[src/design/axi_line_params.svh]
// --------------------
// Line master parameters.
// Bus and line geometry shared by all blocks.
// --------------------
`ifndef AXI_LINE_PARAMS_SVH
`define AXI_LINE_PARAMS_SVH

// --------------------
// AXI bus widths.
// --------------------
`define AXI_ADDR_W 64 // Byte address.
`define AXI_DATA_W 32 // One beat.

// --------------------
// Line geometry.
// --------------------
`define LINE_W 512

// Beats per line, LINE_W / AXI_DATA_W.
`define BEATS 16

// Enough bits to index every beat.
`define BEAT_IDX_W 4

`endif

[src/design/axi_line_pkg.sv]
// --------------------
// Line master package.
// Line view, FSM states and AXI response codes.
// --------------------
`include "axi_line_params.svh"

package axi_line_pkg;

    // --------------------
    // Line storage.
    // --------------------

    // Flat at the client, beat-indexed on the bus. Beat 0 sits in the low bits.
    typedef union packed {
        logic [ `LINE_W - 1:0 ]                       flat;
        logic [ `BEATS  - 1:0 ][ `AXI_DATA_W - 1:0 ] beats;
    } t_line;

    // --------------------
    // Transaction states.
    // --------------------
    typedef enum logic [1:0] {
        IDLE  = 2'b00, // Waiting for a client start.
        WRITE = 2'b01, // Address, then 16 W beats.
        READ  = 2'b10, // Address, then 16 R beats.
        RESP  = 2'b11  // Waiting for the write response.
    } t_state;

    // --------------------
    // AXI response codes.
    // --------------------
    localparam logic [1:0] RESP_OKAY   = 2'b00;
    localparam logic [1:0] RESP_SLVERR = 2'b10;

endpackage

[src/design/beat_counter.sv]
// --------------------
// Beat counter.
// Index of the current beat within a line burst, with a last-beat flag.
// --------------------
`timescale 1ns/100ps
`include "axi_line_params.svh"

module beat_counter (
    input  logic                        clk,
    input  logic                        arstn,

    // Control.
    input  logic                        i_clear, // New transaction.
    input  logic                        i_step,  // Accepted beat.

    // Status.
    output logic [ `BEAT_IDX_W - 1:0 ] o_idx,
    output logic                        o_last
);
    localparam logic [ `BEAT_IDX_W - 1:0 ] LAST_IDX = `BEAT_IDX_W'(`BEATS - 1);

    logic [ `BEAT_IDX_W - 1:0 ] s_idx;

    // --------------------
    // Counter.
    // --------------------
    always_ff @(posedge clk, negedge arstn) begin
        if (~arstn) begin
            s_idx <= '0;
        end
        else if (i_clear) begin
            s_idx <= '0; // Clear has priority.
        end
        else if (i_step) begin
            s_idx <= s_idx + 1'b1; // Wraps back to zero after the last beat.
        end
    end

    // --------------------
    // Outputs.
    // --------------------
    assign o_idx  = s_idx;
    assign o_last = (s_idx == LAST_IDX);

endmodule

[src/design/write_serializer.sv]
// --------------------
// Write serializer.
// Holds the line to be written and presents
// the beat chosen by the counter on W_DATA.
// --------------------
`timescale 1ns/100ps
`include "axi_line_params.svh"

module write_serializer (
    input  logic                        clk,

    // Line capture at acceptance.
    input  logic                        i_load,
    input  axi_line_pkg::t_line         i_data,

    // Current beat.
    input  logic [ `BEAT_IDX_W - 1:0 ] i_idx,
    output logic [ `AXI_DATA_W - 1:0 ] o_w_data
);
    axi_line_pkg::t_line s_line;

    // --------------------
    // Line register.
    // --------------------
    always_ff @(posedge clk) begin
        if (i_load) begin
            s_line <= i_data;
        end
    end

    // --------------------
    // Beat select.
    // --------------------

    // Index moves only on an accepted beat, so the word stays stable while stalled.
    assign o_w_data = s_line.beats[i_idx];

endmodule

[src/design/read_deserializer.sv]
// --------------------
// Read deserializer.
// Drops each accepted R beat into its slot of the line register.
// --------------------
`timescale 1ns/100ps
`include "axi_line_params.svh"

module read_deserializer (
    input  logic                        clk,
    input  logic                        arstn,

    // Accepted beat.
    input  logic                        i_capture,
    input  logic [ `BEAT_IDX_W - 1:0 ] i_idx,
    input  logic [ `AXI_DATA_W - 1:0 ] i_r_data,

    // Assembled line, beat 0 in the low bits.
    output axi_line_pkg::t_line         o_line
);

    // --------------------
    // Line assembly.
    // --------------------
    always_ff @(posedge clk, negedge arstn) begin
        if (~arstn) begin
            o_line <= '0;
        end
        else if (i_capture) begin
            o_line.beats[i_idx] <= i_r_data; // Other slots keep their value.
        end
    end

endmodule

[src/design/burst_fsm.sv]
// --------------------
// Burst FSM.
// Runs one line transfer: address handshake, 16 data beats,
// and for writes the B response. Reports done and a sticky error.
// --------------------
`timescale 1ns/100ps

module burst_fsm (
    input  logic       clk,
    input  logic       arstn,

    // Client requests.
    input  logic       i_start_read,
    input  logic       i_start_write,

    // AXI handshake inputs.
    input  logic       i_ar_ready,
    input  logic       i_aw_ready,
    input  logic       i_w_ready,
    input  logic       i_r_valid,
    input  logic       i_r_last,
    input  logic [1:0] i_r_resp,
    input  logic       i_b_valid,
    input  logic [1:0] i_b_resp,

    // Beat counter.
    input  logic       i_cnt_last,

    output logic       o_ar_valid,
    output logic       o_aw_valid,
    output logic       o_w_valid,
    output logic       o_w_last,
    output logic       o_r_ready,
    output logic       o_b_ready,
    output logic       o_cnt_clear,
    output logic       o_cnt_step,
    output logic       o_load,
    output logic       o_capture,
    output logic       o_busy,
    output logic       o_done,
    output logic       o_resp_err
);
    axi_line_pkg::t_state s_state;
    axi_line_pkg::t_state s_next;

    logic s_ar_valid, s_aw_valid;
    logic s_err, s_done, s_resp_err;
    logic s_accept_rd, s_accept_wr;
    logic s_ar_hs, s_aw_hs, s_w_hs, s_r_hs, s_b_hs;
    logic s_r_err, s_b_err;
    logic s_end;

    // --------------------
    // Handshakes.
    // --------------------
    assign s_accept_rd = (s_state == axi_line_pkg::IDLE) & i_start_read; // Read wins.
    assign s_accept_wr = (s_state == axi_line_pkg::IDLE) & ~i_start_read & i_start_write;

    assign s_ar_hs = s_ar_valid & i_ar_ready;
    assign s_aw_hs = s_aw_valid & i_aw_ready;
    assign s_w_hs  = o_w_valid  & i_w_ready;
    assign s_r_hs  = o_r_ready  & i_r_valid;
    assign s_b_hs  = o_b_ready  & i_b_valid;

    assign s_r_err = s_r_hs & (i_r_resp != axi_line_pkg::RESP_OKAY);
    assign s_b_err = s_b_hs & (i_b_resp != axi_line_pkg::RESP_OKAY);

    // Last R beat or the B response closes the transaction.
    assign s_end = (s_r_hs & i_r_last) | s_b_hs;

    // --------------------
    // Next state.
    // --------------------
    always_comb begin
        s_next = s_state;
        case (s_state)
            axi_line_pkg::IDLE: begin
                if (s_accept_rd) s_next = axi_line_pkg::READ;
                else if (s_accept_wr) s_next = axi_line_pkg::WRITE;
            end
            axi_line_pkg::READ:  if (s_r_hs & i_r_last) s_next = axi_line_pkg::IDLE;
            axi_line_pkg::WRITE: if (s_w_hs & i_cnt_last) s_next = axi_line_pkg::RESP;
            axi_line_pkg::RESP:  if (s_b_hs) s_next = axi_line_pkg::IDLE;
            default: s_next = axi_line_pkg::IDLE;
        endcase
    end

    // --------------------
    // Registers.
    // --------------------
    always_ff @(posedge clk, negedge arstn) begin
        if (~arstn) begin
            s_state    <= axi_line_pkg::IDLE;
            s_ar_valid <= 1'b0;
            s_aw_valid <= 1'b0;
            s_err      <= 1'b0;
            s_done     <= 1'b0;
            s_resp_err <= 1'b0;
        end
        else begin
            s_state <= s_next;

            // Address valid held until the slave takes it.
            if (s_accept_rd) s_ar_valid <= 1'b1;
            else if (s_ar_hs) s_ar_valid <= 1'b0;

            if (s_accept_wr) s_aw_valid <= 1'b1;
            else if (s_aw_hs) s_aw_valid <= 1'b0;

            // Sticky R error, fresh for each request.
            if (s_accept_rd | s_accept_wr) s_err <= 1'b0;
            else if (s_r_err) s_err <= 1'b1;

            s_done     <= s_end;
            s_resp_err <= s_end & (s_err | s_r_err | s_b_err);
        end
    end

    // --------------------
    // Outputs.
    // --------------------
    assign o_ar_valid = s_ar_valid;
    assign o_aw_valid = s_aw_valid;
    assign o_w_valid  = (s_state == axi_line_pkg::WRITE) & ~s_aw_valid; // After AW accepted.
    assign o_w_last   = o_w_valid & i_cnt_last;
    assign o_r_ready  = (s_state == axi_line_pkg::READ);
    assign o_b_ready  = (s_state == axi_line_pkg::RESP);

    assign o_cnt_clear = s_accept_rd | s_accept_wr;
    assign o_cnt_step  = s_w_hs | s_r_hs;
    assign o_load      = s_accept_wr;
    assign o_capture   = s_r_hs;

    assign o_busy     = (s_state != axi_line_pkg::IDLE);
    assign o_done     = s_done;
    assign o_resp_err = s_resp_err;

endmodule

[src/design/axi_line_master.sv]
// --------------------
// AXI line master.
// Reads or writes one 512-bit line as a 16-beat INCR burst.
// --------------------
`timescale 1ns/100ps
`include "axi_line_params.svh"

module axi_line_master (
    input  logic                            clk,
    input  logic                            arstn,

    // Client.
    input  logic [ `AXI_ADDR_W     - 1:0 ] i_addr,
    input  logic [ `LINE_W         - 1:0 ] i_data,
    input  logic                            i_start_read,
    input  logic                            i_start_write,
    output logic [ `LINE_W         - 1:0 ] o_data,
    output logic                            o_busy,
    output logic                            o_done,
    output logic                            o_resp_err,

    // --------------------
    // AXI write channels.
    // --------------------
    input  logic                            i_aw_ready,
    output logic                            o_aw_valid,
    output logic [ `AXI_ADDR_W     - 1:0 ] o_aw_addr,
    output logic [                    7:0 ] o_aw_len,
    output logic [                    2:0 ] o_aw_size,
    output logic [                    1:0 ] o_aw_burst,
    output logic [                    2:0 ] o_aw_prot,

    input  logic                            i_w_ready,
    output logic                            o_w_valid,
    output logic [ `AXI_DATA_W     - 1:0 ] o_w_data,
    output logic [ `AXI_DATA_W / 8 - 1:0 ] o_w_strb,
    output logic                            o_w_last,

    input  logic                            i_b_valid,
    input  logic [                    1:0 ] i_b_resp,
    output logic                            o_b_ready,

    // --------------------
    // AXI read channels.
    // --------------------
    input  logic                            i_ar_ready,
    output logic                            o_ar_valid,
    output logic [ `AXI_ADDR_W     - 1:0 ] o_ar_addr,
    output logic [                    7:0 ] o_ar_len,
    output logic [                    2:0 ] o_ar_size,
    output logic [                    1:0 ] o_ar_burst,
    output logic [                    2:0 ] o_ar_prot,

    input  logic                            i_r_valid,
    input  logic [ `AXI_DATA_W     - 1:0 ] i_r_data,
    input  logic [                    1:0 ] i_r_resp,
    input  logic                            i_r_last,
    output logic                            o_r_ready
);
    logic                        s_cnt_clear, s_cnt_step;
    logic [ `BEAT_IDX_W - 1:0 ] s_idx;
    logic                        s_last;
    logic                        s_load, s_capture;
    logic [ `AXI_ADDR_W - 1:0 ] s_addr;
    axi_line_pkg::t_line         s_rd_line;

    // Request address, taken when the counter is cleared at acceptance.
    always_ff @(posedge clk) begin
        if (s_cnt_clear) s_addr <= i_addr;
    end

    // --------------------
    // Fixed burst fields.
    // --------------------
    assign o_aw_addr  = s_addr;
    assign o_aw_len   = 8'(`BEATS - 1); // 16 beats.
    assign o_aw_size  = 3'b010;         // 4 bytes per beat.
    assign o_aw_burst = 2'b01;          // INCR.
    assign o_aw_prot  = 3'b010;         // Unprivileged, non-secure, data.
    assign o_w_strb   = '1;

    assign o_ar_addr  = s_addr;
    assign o_ar_len   = 8'(`BEATS - 1);
    assign o_ar_size  = 3'b010;
    assign o_ar_burst = 2'b01;
    assign o_ar_prot  = 3'b010;

    assign o_data = s_rd_line.flat;

    // --------------------
    // Blocks.
    // --------------------
    burst_fsm burst_fsm_inst (
        .clk           (clk),
        .arstn         (arstn),
        .i_start_read  (i_start_read),
        .i_start_write (i_start_write),
        .i_ar_ready    (i_ar_ready),
        .i_aw_ready    (i_aw_ready),
        .i_w_ready     (i_w_ready),
        .i_r_valid     (i_r_valid),
        .i_r_last      (i_r_last),
        .i_r_resp      (i_r_resp),
        .i_b_valid     (i_b_valid),
        .i_b_resp      (i_b_resp),
        .i_cnt_last    (s_last),
        .o_ar_valid    (o_ar_valid),
        .o_aw_valid    (o_aw_valid),
        .o_w_valid     (o_w_valid),
        .o_w_last      (o_w_last),
        .o_r_ready     (o_r_ready),
        .o_b_ready     (o_b_ready),
        .o_cnt_clear   (s_cnt_clear),
        .o_cnt_step    (s_cnt_step),
        .o_load        (s_load),
        .o_capture     (s_capture),
        .o_busy        (o_busy),
        .o_done        (o_done),
        .o_resp_err    (o_resp_err)
    );

    beat_counter beat_counter_inst (
        .clk     (clk),
        .arstn   (arstn),
        .i_clear (s_cnt_clear),
        .i_step  (s_cnt_step),
        .o_idx   (s_idx),
        .o_last  (s_last)
    );

    write_serializer write_serializer_inst (
        .clk      (clk),
        .i_load   (s_load),
        .i_data   (i_data),
        .i_idx    (s_idx),
        .o_w_data (o_w_data)
    );

    read_deserializer read_deserializer_inst (
        .clk       (clk),
        .arstn     (arstn),
        .i_capture (s_capture),
        .i_idx     (s_idx),
        .i_r_data  (i_r_data),
        .o_line    (s_rd_line)
    );

endmodule

[config.mk]
export PLATFORM = sky130hd
export DESIGN_NAME = axi_line_master
export DESIGN_NICKNAME = d
export VERILOG_FILES = /design/src/design/axi_line_pkg.sv /design/src/design/beat_counter.sv /design/src/design/write_serializer.sv /design/src/design/read_deserializer.sv /design/src/design/burst_fsm.sv /design/src/design/axi_line_master.sv
export VERILOG_INCLUDE_DIRS = /design/src /design/src/design
export SDC_FILE = /design/constraint.sdc
export NUM_CORES = 1
export LEC_CHECK = 0
export CORE_AREA = 2 2 514 516
export DETAILED_ROUTE_END_ITERATION = 16
export DIE_AREA = 0 0 516 518
export DONT_BUFFER_PORTS = 1
export MAX_ROUTING_LAYER = met4
export SLEW_MARGIN = 20
export SYNTH_ARGS = -nofsm -noshare
export SYNTH_HDL_FRONTEND = slang
export SYNTH_SLANG_ARGS = --single-unit
[constraint.sdc]
create_clock -name clk -period 99.7 [get_ports clk]
set_input_delay 4.985 -clock clk [delete_from_list [all_inputs] [get_ports clk]]
set_output_delay 4.985 -clock clk [all_outputs]
set_load 0.1 [all_outputs]
==> impl_metrics.yaml, run 1 <==
power_and_ir_drop:
  ir_drop_mv: 0.0264
  p_leak_nw: 19.1
  power.total_mw: 1.82
  power.density_nw_per_um2: 35.8
synth:
  yosysSeqAreaShare: 0.733
  synth_area_um2: 41500
  synth_edf_count: 576
  async_flop_share: 0.476
  syn_avg_cell_area_um2: 19.4
  synthDistinctLibCells: 38
  ys_warn_count: 0
  netlist_instances: 2141
  ys.flop_type: "edfxtp_1"
  ys_ff_latch: 1099
layout:
  syn_to_final_growth_pct: 22.5
  design_area_um2: 50800
  finalCoreUtilization: 0.194
  drive_above_1_share: 0.425
  nNetsFinal: 2820
  final-instance-count-excl-fill: 5839
  layout_commonest_cell: "edfxtp_1"
  layout_common_cells: "576 x edfxtp_1, 521 x dfrtp_1, 504 x mux2_2, 128 x mux4_2, 122 x clkbuf_16"
  fill_cells: 27700
flow_run:
  cap_viol_max_count: 0
routing:
  drt_wl_total_um: 159000
  postRouteAntennaNets: 0
  drt_iter0_markers: 1500
  vias_per_cell: 3.60
  wl_per_cell_um: 27.3
  drc_errors: 0
  drt_pass1_iterations: 5
  vias: 21000
worst_setup_path:
  crit_arrival_ps: 4820
  cp_data_required_time_ps: 94720
  crit_path_end_kind: "output pin"
  crit_type: "register to output pin"
  startpoint_type: "register"
  critPathMaxFanout: 58
timing:
  period_minus_slack_ps: 9800
  slew_viol_final: 0
  setup_ws_ps: 89900
  fin_crit_sh: 0.0983
  rsz0062_at_grt: "false"
  clock_skew_ps: 66.4
  worst_pin_slew_ps: 1440
  finalHoldViolations: 0
  fin_hold_ws_ps: 497
  tns_ps: 0
  final-setup-viol-count: 0
  fmax_mhz: 102
  slew-limit-headroom: 0.0421
clocking:
  cts_buffers: 120
  cts_resized: 0
  cts_buffer_depth: 4
  htree_levels: 3
  hold_buffers: 0
  clock_sinks: 1099
  clk_root_buffer_cell: "clkbuf_16"
  clk_latency_ps: 840
  tritoncts: "done"
  post_cts.repair.setup_buffers: 0
  path_clk_slew_ps: 60
floorplan:
  pin_count: 1339
  start_util: 0.159
  num_rows: 188
  die_y_um: 518
  fp.dieArea_um2: 267000
  core_um2: 262000
  die_w_um: 516
grt:
  use_met3: 0.0504
  met2_usage: 0.194
  grt_usage: 0.117
  top_usage_layer: "met2"
  overflow: 0
  antenna_found_initial: 74
  grt_first_pass_wirelength_um: 206000
  gr-usage-met1: 0.124
  grt_pass1_vias: 21700
  grt_max_degree: 524
placed_design:
  gp_congestion: 0.883
  pre_cts_slack_ps: 90380
  dpl-instance-area_um2: 46800
  dp.cells: 5587
  io_buffer_count: 0
  place_hpwl_um: 122000
run_status:
  status: "finished clean"
hold_path:
  holdCritPathClass: "register to register"
==> report_power, final <==
part,leakage [nW],internal (mW),switching (mW)
registers,12.3,0.550,0.432
clock network,1.89,0.252,0.187
logic,4.87,0.125,0.273
total,19.1,0.927,0.891
==> cells by family after synthesis <==
logic type / Yosys count / share of synthesized area
DFF: 1099 / 0.733
muxes: 642 / 0.209
buffers and inverters: 235 / 0.0330
AOI/OAI and AO/OA: 82 / 0.0143
and+or+nand+nor: 77 / 0.00939
adders and majority gates: 4 / 0.00121
other: 2 / 0.000181
==> worst max-delay path, stage by stage, from the launching register on <==
cell and delay, ps:
dfrtp_4 840, buf_12 430, buf_4 780, mux4_2 590, a22oi_1 430, nand2_1 690
==> state kept, by name, indices dropped and copies added (netlist names) <==
| register | flops |
|---|---|
| burst_fsm_inst.s_err | 1 |
| burst_fsm_inst.o_done | 1 |
| burst_fsm_inst.s_state | 2 |
| burst_fsm_inst.o_resp_err | 1 |
| beat_counter_inst.o_idx | 4 |
| o_ar_addr | 64 |
| read_deserializer_inst.o_line | 512 |
| burst_fsm_inst.o_ar_valid | 1 |
| write_serializer_inst.s_line | 512 |
| burst_fsm_inst.o_aw_valid | 1 |
==> per-layer routing <==
layer	wire length [um]	vias to the layer above	part of all wire
li1	-	8171	-
met4	5490	0	0.034
met5	0	-	0
met1	57700	11200	0.36
met2	77200	1379	0.48
met3	19000	258	0.12
==> cells in the mapped netlist (3+ instances only) <==
| master | count | area (um^2) |
|---|---|---|
| a21oi_1 | 5 | 25.0 |
| a22oi_1 | 64 | 480 |
| buf_1 | 8 | 30.0 |
| buf_2 | 54 | 270 |
| buf_4 | 112 | 841 |
| clkbuf_1 | 55 | 206 |
| dfrtp_1 | 523 | 13100 |
| edfxtp_1 | 576 | 17300 |
| ha_1 | 4 | 50.1 |
| inv_1 | 6 | 22.5 |
| mux2_1 | 8 | 90.1 |
| mux2_2 | 504 | 5680 |
| mux4_2 | 128 | 2880 |
| nand2_1 | 34 | 128 |
| nand4b_1 | 4 | 35.0 |
| nor2_1 | 16 | 60.1 |
| nor2b_1 | 4 | 25.0 |
| nor3_1 | 3 | 15.0 |
| nor3_2 | 4 | 40.0 |
| o21ai_0 | 4 | 20.0 |
==> final cells by class <==
cell class / count / area [um^2] / share of cell area
clock buffers: 153 / 3300 / 0.0650
flip-flops and latches: 1099 / 30400 / 0.598
multi-input cells: 841 / 10000 / 0.197
well taps: 3515 / 4400 / 0.0866
inverters: 6 / 22.5 / 0.000443
clock inverters: 63 / 582 / 0.0115
repair buffers: 126 / 2000 / 0.0393
diodes: 36 / 90.1 / 0.00177
==> worst paths after layout <==
kind,start,slack [ps],end,cells after the start
max,beat_counter_inst.o_idx[0],89900,o_w_data[21],5
min,burst_fsm_inst.s_err,500,burst_fsm_inst.s_err,2
max reg2reg,burst_fsm_inst.s_state[1],94200,write_serializer_inst.s_line[172],7
min reg2reg,burst_fsm_inst.s_err,500,burst_fsm_inst.s_err,2
max in group asynchronous,arstn,94520,beat_counter_inst.o_idx[0],0
min in group asynchronous,arstn,3870,read_deserializer_inst.o_line[308],0
Power figures use the tool's default switching activity.
==> inputs of run 2 (changes only) <==
==> constraint.sdc (replaced) <==
create_clock -name clk -period 9.3 [get_ports clk]
set_input_delay 0.465 -clock clk [delete_from_list [all_inputs] [get_ports clk]]
set_output_delay 0.465 -clock clk [all_outputs]
set_load 0.1 [all_outputs]
==> impl_metrics.yaml, run 2 (same netlist as run 1, synthesis figures left out) <==
layout:
  fill_cells: 27100
  final-instance-count-excl-fill: 6526
  nNetsFinal: 3496
  layout_common_cells: "637 x dlygate4sd3_1, 576 x edfxtp_1, 521 x dfrtp_1, 504 x mux2_2, 128 x mux4_2"
  regArea_um2: 30400
  syn_to_final_growth_pct: 39.5
  multi_input_area_um2: 10000
  design_area_um2: 57800
  layout_commonest_cell: "dlygate4sd3_1"
  drive_above_1_share: 0.340
placed_design:
  dpl-instance-area_um2: 47100
  place_hpwl_um: 128000
  gp_congestion: 0.948
  dp.cells: 5609
  io_buffer_count: 0
worst_setup_path:
  critPathMaxFanout: 75
  crit_type: "register to output pin"
  startpoint_type: "register"
  crit_path_end_kind: "output pin"
  crit_chain: "buf_4 -> buf_12 -> mux4_2 -> a22oi_1 -> nand2_1"
  cp_data_required_time_ps: 8840
  slowest_stage: "dfrtp_4"
  crit_arrival_ps: 4520
  max_stage_delay_ps: 760
grt:
  grt_max_degree: 524
  grt_usage: 0.129
  grt_pass1_vias: 25600
  antenna_found_initial: 69
  overflow: 0
  grt_first_pass_wirelength_um: 230000
clocking:
  clock_sinks: 1099
  htree_levels: 3
  tritoncts: "done"
  hold_buffers: 653
  path_clk_slew_ps: 60
  clk_root_buffer_cell: "clkbuf_16"
  post_cts.repair.setup_buffers: 0
  cts_resized: 0
  cts_buffer_depth: 4
  cts_buffers: 121
  clk_latency_ps: 860
power_and_ir_drop:
  pwr-share-comb: 0.246
  intPower_mw: 10.2
  seqPwrFrac: 0.515
  p_clk_frac: 0.239
  power.density_nw_per_um2: 347
  p_sw_frac: 0.492
  p_sw_mw: 9.88
  p_leak_nw: 22.1
  ir_drop_mv: 0.318
  power.total_mw: 20.1
timing:
  fin_crit_sh: 0.536
  fmax_mhz: 201
  worst_pin_slew_ps: 1200
  finalHoldViolations: 523
  period_minus_slack_ps: 4980
  slew-limit-headroom: 0.196
  final-setup-viol-count: 0
  clock_skew_ps: 46.0
  fin_hold_ws_ps: -658
  slew_viol_final: 0
  rsz0062_at_grt: "false"
floorplan:
  core_um2: 262000
  fp.dieArea_um2: 267000
  die_y_um: 518
  pin_count: 1339
  start_util: 0.159
  num_rows: 188
  die_w_um: 516
flow_run:
  cap_viol_max_count: 0
routing:
  postRouteAntennaNets: 0
  drt_iter0_markers: 1994
  drt_pass1_iterations: 5
  drc_errors: 0
  wl_per_cell_um: 27.1
  vias_per_cell: 3.73
  drt_wl_total_um: 177000
  vias: 24300
run_status:
  violations: "negative hold slack"
  status: "finished, violations left"
hold_path:
  holdCritPathClass: "primary input to async pin"
-- run 2: cell count changes in the layout (fill, tap and decap cells not counted), sizes merged --
cell,previous run,this run
dlygate4sd3,0,637
buf,126,164
diode,36,47
clkbuf,153,160
clkinv,36,32
clkinvlp,10,6
inv,16,18
-- run 2: power by group through the flow --
stage / clock network [mW] / registers [mW] / logic (mW)
4_1_cts: 4.89 / 10.3 / 5.00
5_1_grt: 5.10 / 10.4 / 5.15
6_report: 4.80 / 10.3 / 4.95
2_1_floorplan: 0 / 10.5 / 3.18
3_5_place_dp: 0 / 10.4 / 4.63
3_3_place_gp: 0 / 10.4 / 4.56
-- run 2: layout make-up --
type | count | share of cell area
sequential | 1099 | 0.525
multi-input combinational | 841 | 0.173
antenna | 47 | 0.00203
clock buffer | 160 | 0.0575
timing repair buffer | 801 | 0.155
clock inverter | 57 | 0.0100
tap | 3515 | 0.0760
inverter | 6 | 0.000389
-- run 2: worst paths after layout --
kind                                            start                            endpoint  slack, ps  cells past startpoint
max                        beat_counter_inst.o_idx[0]                        o_w_data[24]       4320                      5
min                                             arstn  read_deserializer_inst.o_line[307]       -660                      0
max reg2reg                beat_counter_inst.o_idx[0]   read_deserializer_inst.o_line[72]       5310                      7
min reg2reg                      burst_fsm_inst.s_err                burst_fsm_inst.s_err        510                      2
max in group asynchronous                       arstn          beat_counter_inst.o_idx[1]       8980                      0
min in group clk                         i_start_read   write_serializer_inst.s_line[476]        100                      2
-- run 2: worst max-delay path: cells and delay by family, from the launching register on --
kind / cells / cell delay [ps]
AOI/OAI and AO/OA: 1 / 440
and+or+nand+nor: 1 / 710
muxes: 1 / 610
buffers and inverters: 2 / 890
DFF: 1 / 760
-- run 2: stage by stage --
| step | setup TNS, ps | setup slack, ps | util |
|---|---|---|---|
| after detailed placement | 0 | 5130 | 0.180 |
| after global placement | 0 | 5130 | 0.180 |
| final | 0 | 4320 | 0.221 |
| after CTS | 0 | 4170 | 0.221 |
| after floorplan | -2563190 | -5000 | - |
| after global routing | 0 | 4030 | 0.221 |
-- run 2: per-layer routing --
layer	up-vias	GRT usage	share of wire
met5	-	-	0
met4	0	0.0537	0.041
met3	326	0.0477	0.11
met2	1654	0.212	0.49
met1	12800	0.140	0.36
li1	9516	-	-
